--- src/audio_defines.svh ---
`ifndef AUDIO_DEFINES_SVH
`define AUDIO_DEFINES_SVH

// Bits kept from each 32-bit slot, at most 32
`define SAMPLE_WIDTH 16

// Ring of 2**RAM_ADDR_WIDTH stereo frames
`define RAM_ADDR_WIDTH 4

// Frames between write and read pointer, less than the ring depth
`define ECHO_DELAY 3

`endif

--- src/audio_pkg.sv ---
`default_nettype none

`include "audio_defines.svh"

package audio_pkg;

    typedef struct packed {
        logic [`SAMPLE_WIDTH-1:0] left;
        logic [`SAMPLE_WIDTH-1:0] right;
    } frame_t;  // One RAM word

    typedef enum logic [1:0] {
        gnt_none,
        gnt_capture,
        gnt_playback,
        gnt_host
    } grant_t;

    typedef enum logic [1:0] {
        st_wait_fill,
        st_idle,
        st_request,
        st_hold
    } reader_state_t;

endpackage

`default_nettype wire

--- src/mem_req_if.sv ---
`default_nettype none

`include "audio_defines.svh"

interface mem_req_if import audio_pkg::*; ();

    logic                       req;     // Level, held until gnt
    logic                       we;
    logic [`RAM_ADDR_WIDTH-1:0] addr;
    frame_t                     wdata;
    logic                       gnt;     // Access happens in this cycle
    frame_t                     rdata;
    logic                       rvalid;  // One cycle after a read gnt

    modport requester (output req, we, addr, wdata, input gnt, rdata, rvalid);
    modport arbiter (input req, we, addr, wdata, output gnt, rdata, rvalid);

endinterface

`default_nettype wire

--- src/i2s_port.sv ---
`default_nettype none

`include "audio_defines.svh"

module i2s_port import audio_pkg::*; (
    input  logic   clk,
    input  logic   reset,
    input  logic   bclk,
    input  logic   lrclk,
    input  logic   adcda,
    input  frame_t play,
    output frame_t rx,
    output logic   dataready,
    output logic   bclk_s,
    output logic   lrclk_s,
    output logic   dacda
);

    // ########################################
    // Pin synchronizers and edge strobes

    logic [2:0] bclk_sync;
    logic [2:0] lrclk_sync;
    logic [1:0] adcda_sync;
    logic       bclk_rise;
    logic       bclk_fall;
    logic       lrclk_change;
    logic       lrclk_was_high;

    always_ff @(posedge clk) begin
        if (reset) begin
            bclk_sync  <= '0;
            lrclk_sync <= '0;
            adcda_sync <= '0;
        end else begin
            bclk_sync  <= {bclk_sync[1:0], bclk};
            lrclk_sync <= {lrclk_sync[1:0], lrclk};
            adcda_sync <= {adcda_sync[0], adcda};
        end
    end

    assign bclk_s         = bclk_sync[1];
    assign lrclk_s        = lrclk_sync[1];
    assign bclk_rise      = bclk_s & ~bclk_sync[2];
    assign bclk_fall      = ~bclk_s & bclk_sync[2];
    assign lrclk_was_high = lrclk_sync[2];
    assign lrclk_change   = lrclk_s ^ lrclk_was_high;

    // ########################################
    // Receive path

    logic [31:0] rx_shift;

    always_ff @(posedge clk) begin
        if (bclk_rise) begin
            rx_shift <= {rx_shift[30:0], adcda_sync[1]};
        end
    end

    // The whole slot is in rx_shift by the time lrclk turns over
    always_ff @(posedge clk) begin
        if (lrclk_change) begin
            if (lrclk_was_high) begin
                rx.right <= rx_shift[31 -: `SAMPLE_WIDTH];
            end else begin
                rx.left <= rx_shift[31 -: `SAMPLE_WIDTH];
            end
        end
    end

    always_ff @(posedge clk) begin
        if (reset) begin
            dataready <= 1'b0;
        end else begin
            dataready <= lrclk_change & lrclk_was_high;  // Right slot done, frame complete
        end
    end

    // ########################################
    // Transmit path

    logic [4:0]               bit_cnt;
    frame_t                   hold;
    logic [31:0]              tx_shift;
    logic [`SAMPLE_WIDTH-1:0] tx_sample;

    assign tx_sample = lrclk_s ? hold.right : hold.left;

    always_ff @(posedge clk) begin
        if (reset) begin
            bit_cnt  <= '0;
            hold     <= '0;
            tx_shift <= '0;
        end else if (lrclk_change) begin
            bit_cnt  <= '0;
            tx_shift <= 32'(tx_sample) << (32 - `SAMPLE_WIDTH);  // MSB on the line right away
        end else if (bclk_fall) begin
            bit_cnt  <= bit_cnt + 5'd1;
            tx_shift <= {tx_shift[30:0], 1'b0};
            if (lrclk_s && bit_cnt == 5'd30) begin
                hold <= play;  // Last falling edge of the frame
            end
        end
    end

    assign dacda = tx_shift[31];

    a_dataready_single : assert property (
        @(posedge clk) disable iff (reset) dataready |=> !dataready
    );

endmodule

`default_nettype wire

--- src/capture_writer.sv ---
`default_nettype none

`include "audio_defines.svh"

module capture_writer import audio_pkg::*; (
    input  logic              clk,
    input  logic              reset,
    input  frame_t            rx,
    input  logic              dataready,
    mem_req_if.requester      mem
);

    logic [`RAM_ADDR_WIDTH-1:0] wr_ptr;
    frame_t                     wr_frame;
    logic                       wr_req;

    always_ff @(posedge clk) begin
        if (reset) begin
            wr_req <= 1'b0;
            wr_ptr <= '0;
        end else if (dataready) begin
            wr_req <= 1'b1;
        end else if (mem.gnt) begin
            wr_req <= 1'b0;
            wr_ptr <= wr_ptr + 1'b1;  // Wraps with the ring
        end
    end

    always_ff @(posedge clk) begin
        if (dataready) begin
            wr_frame <= rx;
        end
    end

    assign mem.req   = wr_req;
    assign mem.we    = 1'b1;
    assign mem.addr  = wr_ptr;
    assign mem.wdata = wr_frame;

    // A write must retire inside one frame period
    a_no_overrun : assert property (
        @(posedge clk) disable iff (reset) mem.req |-> !dataready
    );

endmodule

`default_nettype wire

--- src/playback_reader.sv ---
`default_nettype none

`include "audio_defines.svh"

module playback_reader import audio_pkg::*; (
    input  logic              clk,
    input  logic              reset,
    input  logic              dataready,
    output frame_t            play,
    mem_req_if.requester      mem
);

    localparam logic [`RAM_ADDR_WIDTH-1:0] fill_last = `ECHO_DELAY - 1;

    reader_state_t              state;
    logic [`RAM_ADDR_WIDTH-1:0] fill_cnt;
    logic [`RAM_ADDR_WIDTH-1:0] rd_ptr;

    always_ff @(posedge clk) begin
        if (reset) begin
            state    <= st_wait_fill;
            fill_cnt <= '0;
            rd_ptr   <= '0;
            play     <= '0;
        end else begin
            case (state)
                st_wait_fill: begin
                    if (dataready) begin
                        fill_cnt <= fill_cnt + 1'b1;
                        if (fill_cnt == fill_last) begin
                            state <= st_idle;  // Ring now ECHO_DELAY frames ahead
                        end
                    end
                end
                st_idle: begin
                    if (dataready) begin
                        state <= st_request;
                    end
                end
                st_request: begin
                    if (mem.gnt) begin
                        rd_ptr <= rd_ptr + 1'b1;
                        state  <= st_hold;
                    end
                end
                st_hold: begin
                    if (mem.rvalid) begin
                        play  <= mem.rdata;  // Kept until the next read returns
                        state <= st_idle;
                    end
                end
                default: state <= st_wait_fill;
            endcase
        end
    end

    assign mem.req   = (state == st_request);
    assign mem.we    = 1'b0;
    assign mem.addr  = rd_ptr;
    assign mem.wdata = '0;

endmodule

`default_nettype wire

--- src/shared_frame_ram.sv ---
`default_nettype none

`include "audio_defines.svh"

module shared_frame_ram import audio_pkg::*; (
    input  logic        clk,
    input  logic        reset,
    mem_req_if.arbiter  cap,
    mem_req_if.arbiter  play,
    mem_req_if.arbiter  host
);

    localparam int depth = 1 << `RAM_ADDR_WIDTH;

    frame_t                     ram [depth];
    grant_t                     grant;
    grant_t                     rd_grant;
    logic                       sel_we;
    logic [`RAM_ADDR_WIDTH-1:0] sel_addr;
    frame_t                     sel_wdata;
    frame_t                     rd_data;

    // Fixed priority, capture wins over playback, playback over host
    always_comb begin
        if (cap.req) begin
            grant = gnt_capture;
        end else if (play.req) begin
            grant = gnt_playback;
        end else if (host.req) begin
            grant = gnt_host;
        end else begin
            grant = gnt_none;
        end
    end

    always_comb begin
        sel_we    = 1'b0;
        sel_addr  = host.addr;
        sel_wdata = host.wdata;
        case (grant)
            gnt_capture: begin
                sel_we    = cap.we;
                sel_addr  = cap.addr;
                sel_wdata = cap.wdata;
            end
            gnt_playback: begin
                sel_we    = play.we;
                sel_addr  = play.addr;
                sel_wdata = play.wdata;
            end
            gnt_host: sel_we = host.we;
            default: ;
        endcase
    end

    always_ff @(posedge clk) begin
        if (sel_we) begin
            ram[sel_addr] <= sel_wdata;
        end
        rd_data <= ram[sel_addr];
    end

    always_ff @(posedge clk) begin
        if (reset) begin
            rd_grant <= gnt_none;
        end else begin
            rd_grant <= sel_we ? gnt_none : grant;  // Who gets rvalid next cycle
        end
    end

    assign cap.gnt  = (grant == gnt_capture);
    assign play.gnt = (grant == gnt_playback);
    assign host.gnt = (grant == gnt_host);

    assign cap.rdata  = rd_data;
    assign play.rdata = rd_data;
    assign host.rdata = rd_data;

    assign cap.rvalid  = (rd_grant == gnt_capture);
    assign play.rvalid = (rd_grant == gnt_playback);
    assign host.rvalid = (rd_grant == gnt_host);

    // A pending playback read loses at most one cycle to the writer
    a_play_served : assert property (
        @(posedge clk) disable iff (reset) play.req && !play.gnt |=> play.gnt
    );

endmodule

`default_nettype wire

--- src/echo_top.sv ---
`default_nettype none

`include "audio_defines.svh"

module echo_top import audio_pkg::*; (
    input  logic                       clk,
    input  logic                       reset,
    input  logic                       bclk,
    input  logic                       lrclk,
    input  logic                       adcda,
    output logic                       dacda,
    output logic                       bclk_s,
    output logic                       lrclk_s,
    input  logic                       host_rd,
    input  logic [`RAM_ADDR_WIDTH-1:0] host_addr,
    output frame_t                     host_rdata,
    output logic                       host_rvalid
);

    frame_t rx;
    frame_t play;
    logic   dataready;

    mem_req_if cap_mem ();
    mem_req_if play_mem ();
    mem_req_if host_mem ();

    // ########################################
    // Audio side

    i2s_port u_port (
        .clk       (clk),
        .reset     (reset),
        .bclk      (bclk),
        .lrclk     (lrclk),
        .adcda     (adcda),
        .play      (play),
        .rx        (rx),
        .dataready (dataready),
        .bclk_s    (bclk_s),
        .lrclk_s   (lrclk_s),
        .dacda     (dacda)
    );

    capture_writer u_writer (
        .clk       (clk),
        .reset     (reset),
        .rx        (rx),
        .dataready (dataready),
        .mem       (cap_mem.requester)
    );

    playback_reader u_reader (
        .clk       (clk),
        .reset     (reset),
        .dataready (dataready),
        .play      (play),
        .mem       (play_mem.requester)
    );

    shared_frame_ram u_ram (
        .clk   (clk),
        .reset (reset),
        .cap   (cap_mem.arbiter),
        .play  (play_mem.arbiter),
        .host  (host_mem.arbiter)
    );

    // ########################################
    // Host read peer

    logic                       host_req;
    logic [`RAM_ADDR_WIDTH-1:0] host_addr_q;

    always_ff @(posedge clk) begin
        if (reset) begin
            host_req <= 1'b0;
        end else if (host_rd) begin
            host_req <= 1'b1;  // Held until the arbiter serves it
        end else if (host_mem.gnt) begin
            host_req <= 1'b0;
        end
    end

    always_ff @(posedge clk) begin
        if (host_rd) begin
            host_addr_q <= host_addr;
        end
    end

    assign host_mem.req   = host_req;
    assign host_mem.we    = 1'b0;
    assign host_mem.addr  = host_addr_q;
    assign host_mem.wdata = '0;

    assign host_rdata  = host_mem.rdata;
    assign host_rvalid = host_mem.rvalid;

endmodule

`default_nettype wire

--- config.mk ---
export PLATFORM = sky130hd
export DESIGN_NAME = echo_top
export DESIGN_NICKNAME = d
export VERILOG_FILES = /design/src/audio_pkg.sv /design/src/mem_req_if.sv /design/src/i2s_port.sv /design/src/capture_writer.sv /design/src/playback_reader.sv /design/src/shared_frame_ram.sv /design/src/echo_top.sv
export VERILOG_INCLUDE_DIRS = /design/src
export SDC_FILE = /design/constraint.sdc
export NUM_CORES = 1
export LEC_CHECK = 0
export ABC_AREA = 1
export BUFFER_PORTS_ARGS = -buffer_cell sky130_fd_sc_hd__buf_4
export CAP_MARGIN = 10
export CORE_UTILIZATION = 35
export DETAILED_ROUTE_END_ITERATION = 10
export HOLD_SLACK_MARGIN = 0.15
export PLACE_DENSITY = 0.57
export REMOVE_ABC_BUFFERS = 1
export SLEW_MARGIN = 30
export SYNTH_ARGS = -nofsm -noshare
export SYNTH_HDL_FRONTEND = slang
export SYNTH_HIERARCHICAL = 1
export SYNTH_SLANG_ARGS = --single-unit
export TNS_END_PERCENT = 20
--- constraint.sdc ---
create_clock -name clk -period 4.6 [get_ports clk]
set_input_delay 0.69 -clock clk [delete_from_list [all_inputs] [get_ports clk]]
set_output_delay 0.69 -clock clk [all_outputs]
set_load 0.01 [all_outputs]
After elaboration in Yosys (flattened, before gate mapping)
Memories as Yosys holds them, arrays and structs flattened. A register that Yosys moved wholly into a read port is not among the register bits.
Cells that the tools add are included.
Storage, ports and cells
  input port bits: 10
  word-level logic and storage cells: 88
  memories: 1
  register bits: 212
  bits in writable memories: 512
Cells by class
  eq/ne operators: 15
  bitwise operators: 9
  reductions and logical operators: 15
  $add $sub $neg: 4
  muxes and demuxes: 21
Memories
  u_ram.ram: words 16, bits a word 32, rd ports 1, clocked after Yosys merged registers in 1, write ports 1, RTL line shared_frame_ram.sv:15  | frame_t ram [depth];
Operators with widths (count)
  $mux 32: 3
  $mux 16: 1
  $mux 2: 8
  $add 4x1->4 const B: 3
  $eq 2x2->1 const B: 6
  $reduce_and 2->1: 6
  $pmux 2 s4: 1
  $pmux 4 s2: 1
  $mux 1: 7
  $ne 2x2->1 const B: 3
  $reduce_bool 2->1: 3
  $add 5x1->5 const B: 1
  $eq 5x5->1 const B: 1
  $not 1->1: 5
  $reduce_and 5->1: 1
  $eq 2x1->1 const B: 2
  $eq 4x2->1 const B: 1
  $ne 2x1->1 const B: 2
  $reduce_or 2->1: 2
  $and 1x1->1: 3
  $reduce_and 3->1: 1
  $logic_not 2->1: 1
  $logic_and 1x1->1: 1
  $xor 1x1->1: 1

Longest topological paths before layout
  depth after elaboration: 7
  mapped depth: 21
  depth with buffers taken out: 17

Cells and area by module
The synthesis kept the hierarchy.
Modules (own cells, without submodules)
  shared_frame_ram: times used 1, seq. area each 16055.4 sq um, cells each 2415, area each 24149.4 sq um
  i2s_port: times used 1, seq. area each 3163.0 sq um, cells each 476, area each 4897.2 sq um
  playback_reader: times used 1, seq. area each 840.8 sq um, cells each 253, area each 1954.4 sq um
  capture_writer: times used 1, seq. area each 1061.0 sq um, cells each 64, area each 1199.9 sq um
  echo_top: times used 1, seq. area each 140.1 sq um, cells each 10, area each 163.9 sq um

Least setup slack after synthesis
No wires, ideal clock.
  path kind: flip-flop to flip-flop
  start point: reg u_reader.state[0]
  end point: mem u_ram/ram[14][0] in the netlist's numbering, enable pin
  cell stages (with the launch flop): 17
  data required time: 4.179 ns
  library setup time: 0.421 ns
  path slack: 0.530 ns
  arrival: 3.649 ns
  cells stage by stage: dfxtp_1 inv_1 ha_1 inv_1 a21oi_1 inv_1 ha_1 buf_4 inv_2 buf_2 nand2_1 o21ai_2 inv_2 nor2_2 buf_2 inv_2 nor2_1
On the way
  longest elaborated chain between the ends: 7
RTL lines
  start: declaration: RTL line playback_reader.sv:15  | reader_state_t state;
  start signal: assignment: RTL line playback_reader.sv:21  | state <= st_wait_fill;
  start signal: assignment: RTL line playback_reader.sv:31  | state <= st_idle;
  start signal: assignment: RTL line playback_reader.sv:37  | state <= st_request;
  $eq 2x2->1 (*): RTL line playback_reader.sv:57  | assign mem.req = (state == st_request);
  via play_mem.req: RTL line mem_req_if.sv:7  | logic req;
  $mux 2 (*): RTL line shared_frame_ram.sv:27  | end else if (play.req) begin
  $mux 2 (*): RTL line shared_frame_ram.sv:25  | if (cap.req) begin
  via u_ram.grant[1]: RTL line shared_frame_ram.sv:16  | grant_t grant;
  $eq 2x1->1: RTL line shared_frame_ram.sv:40  | case (grant)
  $mux 1: RTL line shared_frame_ram.sv:40
  $mux 1: RTL line shared_frame_ram.sv:57  | if (sel_we) begin
  $mux 1 (implied by the code): RTL line shared_frame_ram.sv:58  | ram[sel_addr] <= sel_wdata;
  end: declaration: RTL line shared_frame_ram.sv:15
Mark *: on every way through the listed nets, which the timed path passes. The rest lies on a longest branch.

Worst setup path in the final report
  start point: reg u_reader.state[0]
  end point: reg, netlist name u_ram/cap.rdata[30]
On the way
  longest elaborated chain between the ends: 5
RTL lines (RTL line)
  $eq 2x2->1 (*): playback_reader.sv:57
  via play_mem.req: mem_req_if.sv:7
  $mux 2 (*): shared_frame_ram.sv:27
  $mux 2 (*): shared_frame_ram.sv:25
  via u_ram.grant[0]: shared_frame_ram.sv:16
  $eq 2x2->1 / $eq 2x1->1 (equally long branches): shared_frame_ram.sv:40
  $pmux 4 s2 (*): shared_frame_ram.sv:40
Marks and branches as above.
A chain may end at the register's enable or synchronous reset.

==> flow_summary_export.csv <==
group,metric,value,unit
floorplan,dieArea,93700,µm²
floorplan,io-pin-count,46,
clock_tree,clk_pin_slew,60,ps
sta,finalHoldViolCount,0,
grt,grt_use_total,0.178,
sta,setup-tns-final,0,ps
routing,avgViaCountPerCell,4.87,
routing,dr.pass1.iters,5,
worst_setup_path,critical_path_class,"flip-flop to flip-flop",
grt,grt_start_max_net_pins,131,
clock_tree,cts_root_buffer,"clkbuf_16",
worst_setup_path,cpMostUsedCell,"nand2_1",
power_and_ir_drop,p_per_area,555,nW/µm²
routing,wl,83.9,mm
worst_setup_path,critPathTopFamily,"buffers and inverters",
routing,drc,0,
min_path,hold_path.class,"input pin to flip-flop",
worst_setup_path,slowest_stage,"buf_4",
clock_tree,post_cts_buffers,0,
worst_setup_path,critical_path.cell_chain,"inv_1, ha_1, inv_1, a21oi_1, inv_1, ha_1, inv_2, or2_4, buf_4, buf_4, nand3_1, nand2_1, nand2_1, nand2_1, nand2_1, nand2_1, inv_1, nand2_1",
clock_tree,cts_tree,"yes",
sta,finClkSkew,23.2,ps
final_layout,area_growth,12.0,%
floorplan,die_w,306,µm
job,drv_cap,0,
power_and_ir_drop,irDropWorstVdd,0.000355,V
clock_tree,cts_resized,0,
logic_synthesis,postSynthCellCount,3216,
grt,grt-ovfl-total,0,
clock_tree,cts_sinks,756,
final_layout,final-seq-area,21300,µm²
clock_tree,cts.htree.levels,3,
sta,rsz0062_at_grt,"false",
power_and_ir_drop,leakage,14.6,nW
power_and_ir_drop,combPwrFrac,0.244,
worst_setup_path,critPathCaptureType,"flip-flop",
final_layout,fillers,8914,
logic_synthesis,syn_area,32400,µm²
floorplan,die_h,306,µm
min_path,worstHoldStart,"host_addr[2]",
clock_tree,cts_buffers,79,
final_layout,nets,3228,
worst_setup_path,crit_buf_inv,7,
status,status,"finished, final reports clean",
logic_synthesis,avgSynthCellArea,10.1,µm²
clock_tree,clk_latency,630,ps
routing,drtAntennaViolNets,0,
worst_setup_path,cp.required,5170,ps
sta,whs,249,ps
routing,dr_total_vias,21700,
worst_setup_path,cp_max_fo,73,
power_and_ir_drop,p_sw,6.59,mW
final_layout,utilization,0.396,
placement,routabilityCongestion,0.785,
floorplan,start_util,0.353,
power_and_ir_drop,power,20.1,mW
grt,grt_pass1_vias,20700,
routing,wl_per_cell,18.8,µm
worst_setup_path,r2r_start,"u_reader/state[0]",
logic_synthesis,ys_warn_count,6,
worst_setup_path,worst_path_largest_cell_delay,830,ps
power_and_ir_drop,p_sw_frac,0.328,
floorplan,num_rows,111,
grt,grt_pass1_wl,128,mm
power_and_ir_drop,p_int,13.5,mW
clock_tree,cts_max_path_buffers,3,
worst_setup_path,cp-startpoint,"u_reader/state[0]",
power_and_ir_drop,pwr-share-seq,0.435,
worst_setup_path,cp.arrival,4530,ps
sta,layout_setup_ws,634,ps
worst_setup_path,critPathLaunchType,"flip-flop",
placement,place_ws,684,ps
routing,drt_iter0_markers,2018,
clock_tree,hold_buffers,0,
floorplan,core,91700,µm²
sta,period_share,0.862,
sta,maxSlewHeadroom,0.355,
grt,antenna_found_initial,1,
sta,worst_pin_slew,967,ps
placement,hpwl,46.0,mm
final_layout,multi_input_area,9240,µm²
sta,slew_violations,0,
placement,portBuffers,45,
sta,setup_violations,0,
power_and_ir_drop,clock_power_share,0.321,
sta,fmax,252,MHz
final_layout,drive_gt1_frac,0.0994,
sta,period_minus_slack,3970,ps
[cell type report]
| cell class | count | share of cell area |
|---|---|---|
| Timing Repair Buffer | 133 | 0.0313 |
| Sequential cell | 756 | 0.586 |
| Multi-Input combinational cell | 2097 | 0.255 |
| Clock inverter | 30 | 0.00946 |
| Tap cell | 1186 | 0.0409 |
| Antenna cell | 1 | 0.0000690 |
| Inverter | 135 | 0.0141 |
| Clock buffer | 118 | 0.0629 |
[per-layer routing]
layer / GRT usage / part of all wire / vias to the layer above
li1: - / - / 10500
met2: 0.285 / 0.46 / 564
met1: 0.251 / 0.47 / 10500
met4: 0.0514 / 0.025 / 0
met3: 0.0236 / 0.051 / 113
met5: 0 / 0 / -
[placed cells by master, fill, tap and decap left out, types with 5 or more instances in the layout]
cell / instances
dfxtp_1: 143
nand3b_1: 32
clkbuf_16: 81
or2_2: 9
buf_4: 122
nor2_2: 7
buf_12: 9
inv_1: 122
nand2_4: 5
edfxtp_1: 612
o21ai_1: 5
clkbuf_8: 10
o21ai_0: 34
nor2_1: 185
a21oi_1: 106
nor3_1: 5
ha_1: 15
nor2_4: 23
a21oi_2: 5
clkbuf_1: 21
bufinv_16: 6
clkinv_2: 10
inv_2: 11
or2_0: 7
clkinv_1: 8
conb_1: 67
nand3_1: 427
nand2_1: 1150
[registers in the layout, summed over array words and instances (netlist names), 2 cells and up]
| name | count |
|---|---|
| host_addr_q | 4 |
| u_port/adcda_sync | 2 |
| u_port/bclk_sync | 3 |
| u_port/bit_cnt | 5 |
| u_port/hold | 32 |
| u_port/lrclk_sync | 3 |
| u_port/rx | 32 |
| u_port/rx_shift | 32 |
| u_port/tx_shift | 16 |
| u_ram/cap.rdata | 32 |
| u_ram/ram | 512 |
| u_ram/rd_grant | 2 |
| u_reader/fill_cnt | 4 |
| u_reader/mem.addr | 4 |
| u_reader/play | 32 |
| u_reader/state | 2 |
| u_writer/mem.addr | 4 |
| u_writer/mem.wdata | 32 |
[path summary, 6_finish.rpt]
| path | end | slack, ps | depth (start not counted) |
|---|---|---|---|
| max reg2reg | u_ram/cap.rdata[30] | 630 | 18 |
| min | host_addr_q[2] | 250 | 1 |
| min reg2reg | u_port/lrclk_sync[1] | 400 | 2 |
| max | u_ram/cap.rdata[30] | 630 | 18 |
[power groups by stage]
stage,combinational (mW),sequential (mW),clock [mW]
5_1_grt,5.48,8.78,6.84
2_1_floorplan,2.99,8.68,0
6_report,4.90,8.75,6.45
3_3_place_gp,4.87,8.94,0
3_5_place_dp,4.90,8.93,0
4_1_cts,4.92,8.78,6.58
[stage by stage]
stage | instances | area, µm²
5_1_grt | 4455 | 36300
3_3_place_gp | 4305 | 33600
3_5_place_dp | 4306 | 33600
6_report | 4456 | 36300
4_1_cts | 4454 | 36200
2_1_floorplan | 2988 | 30800
Power figures use the tool's default switching activity.
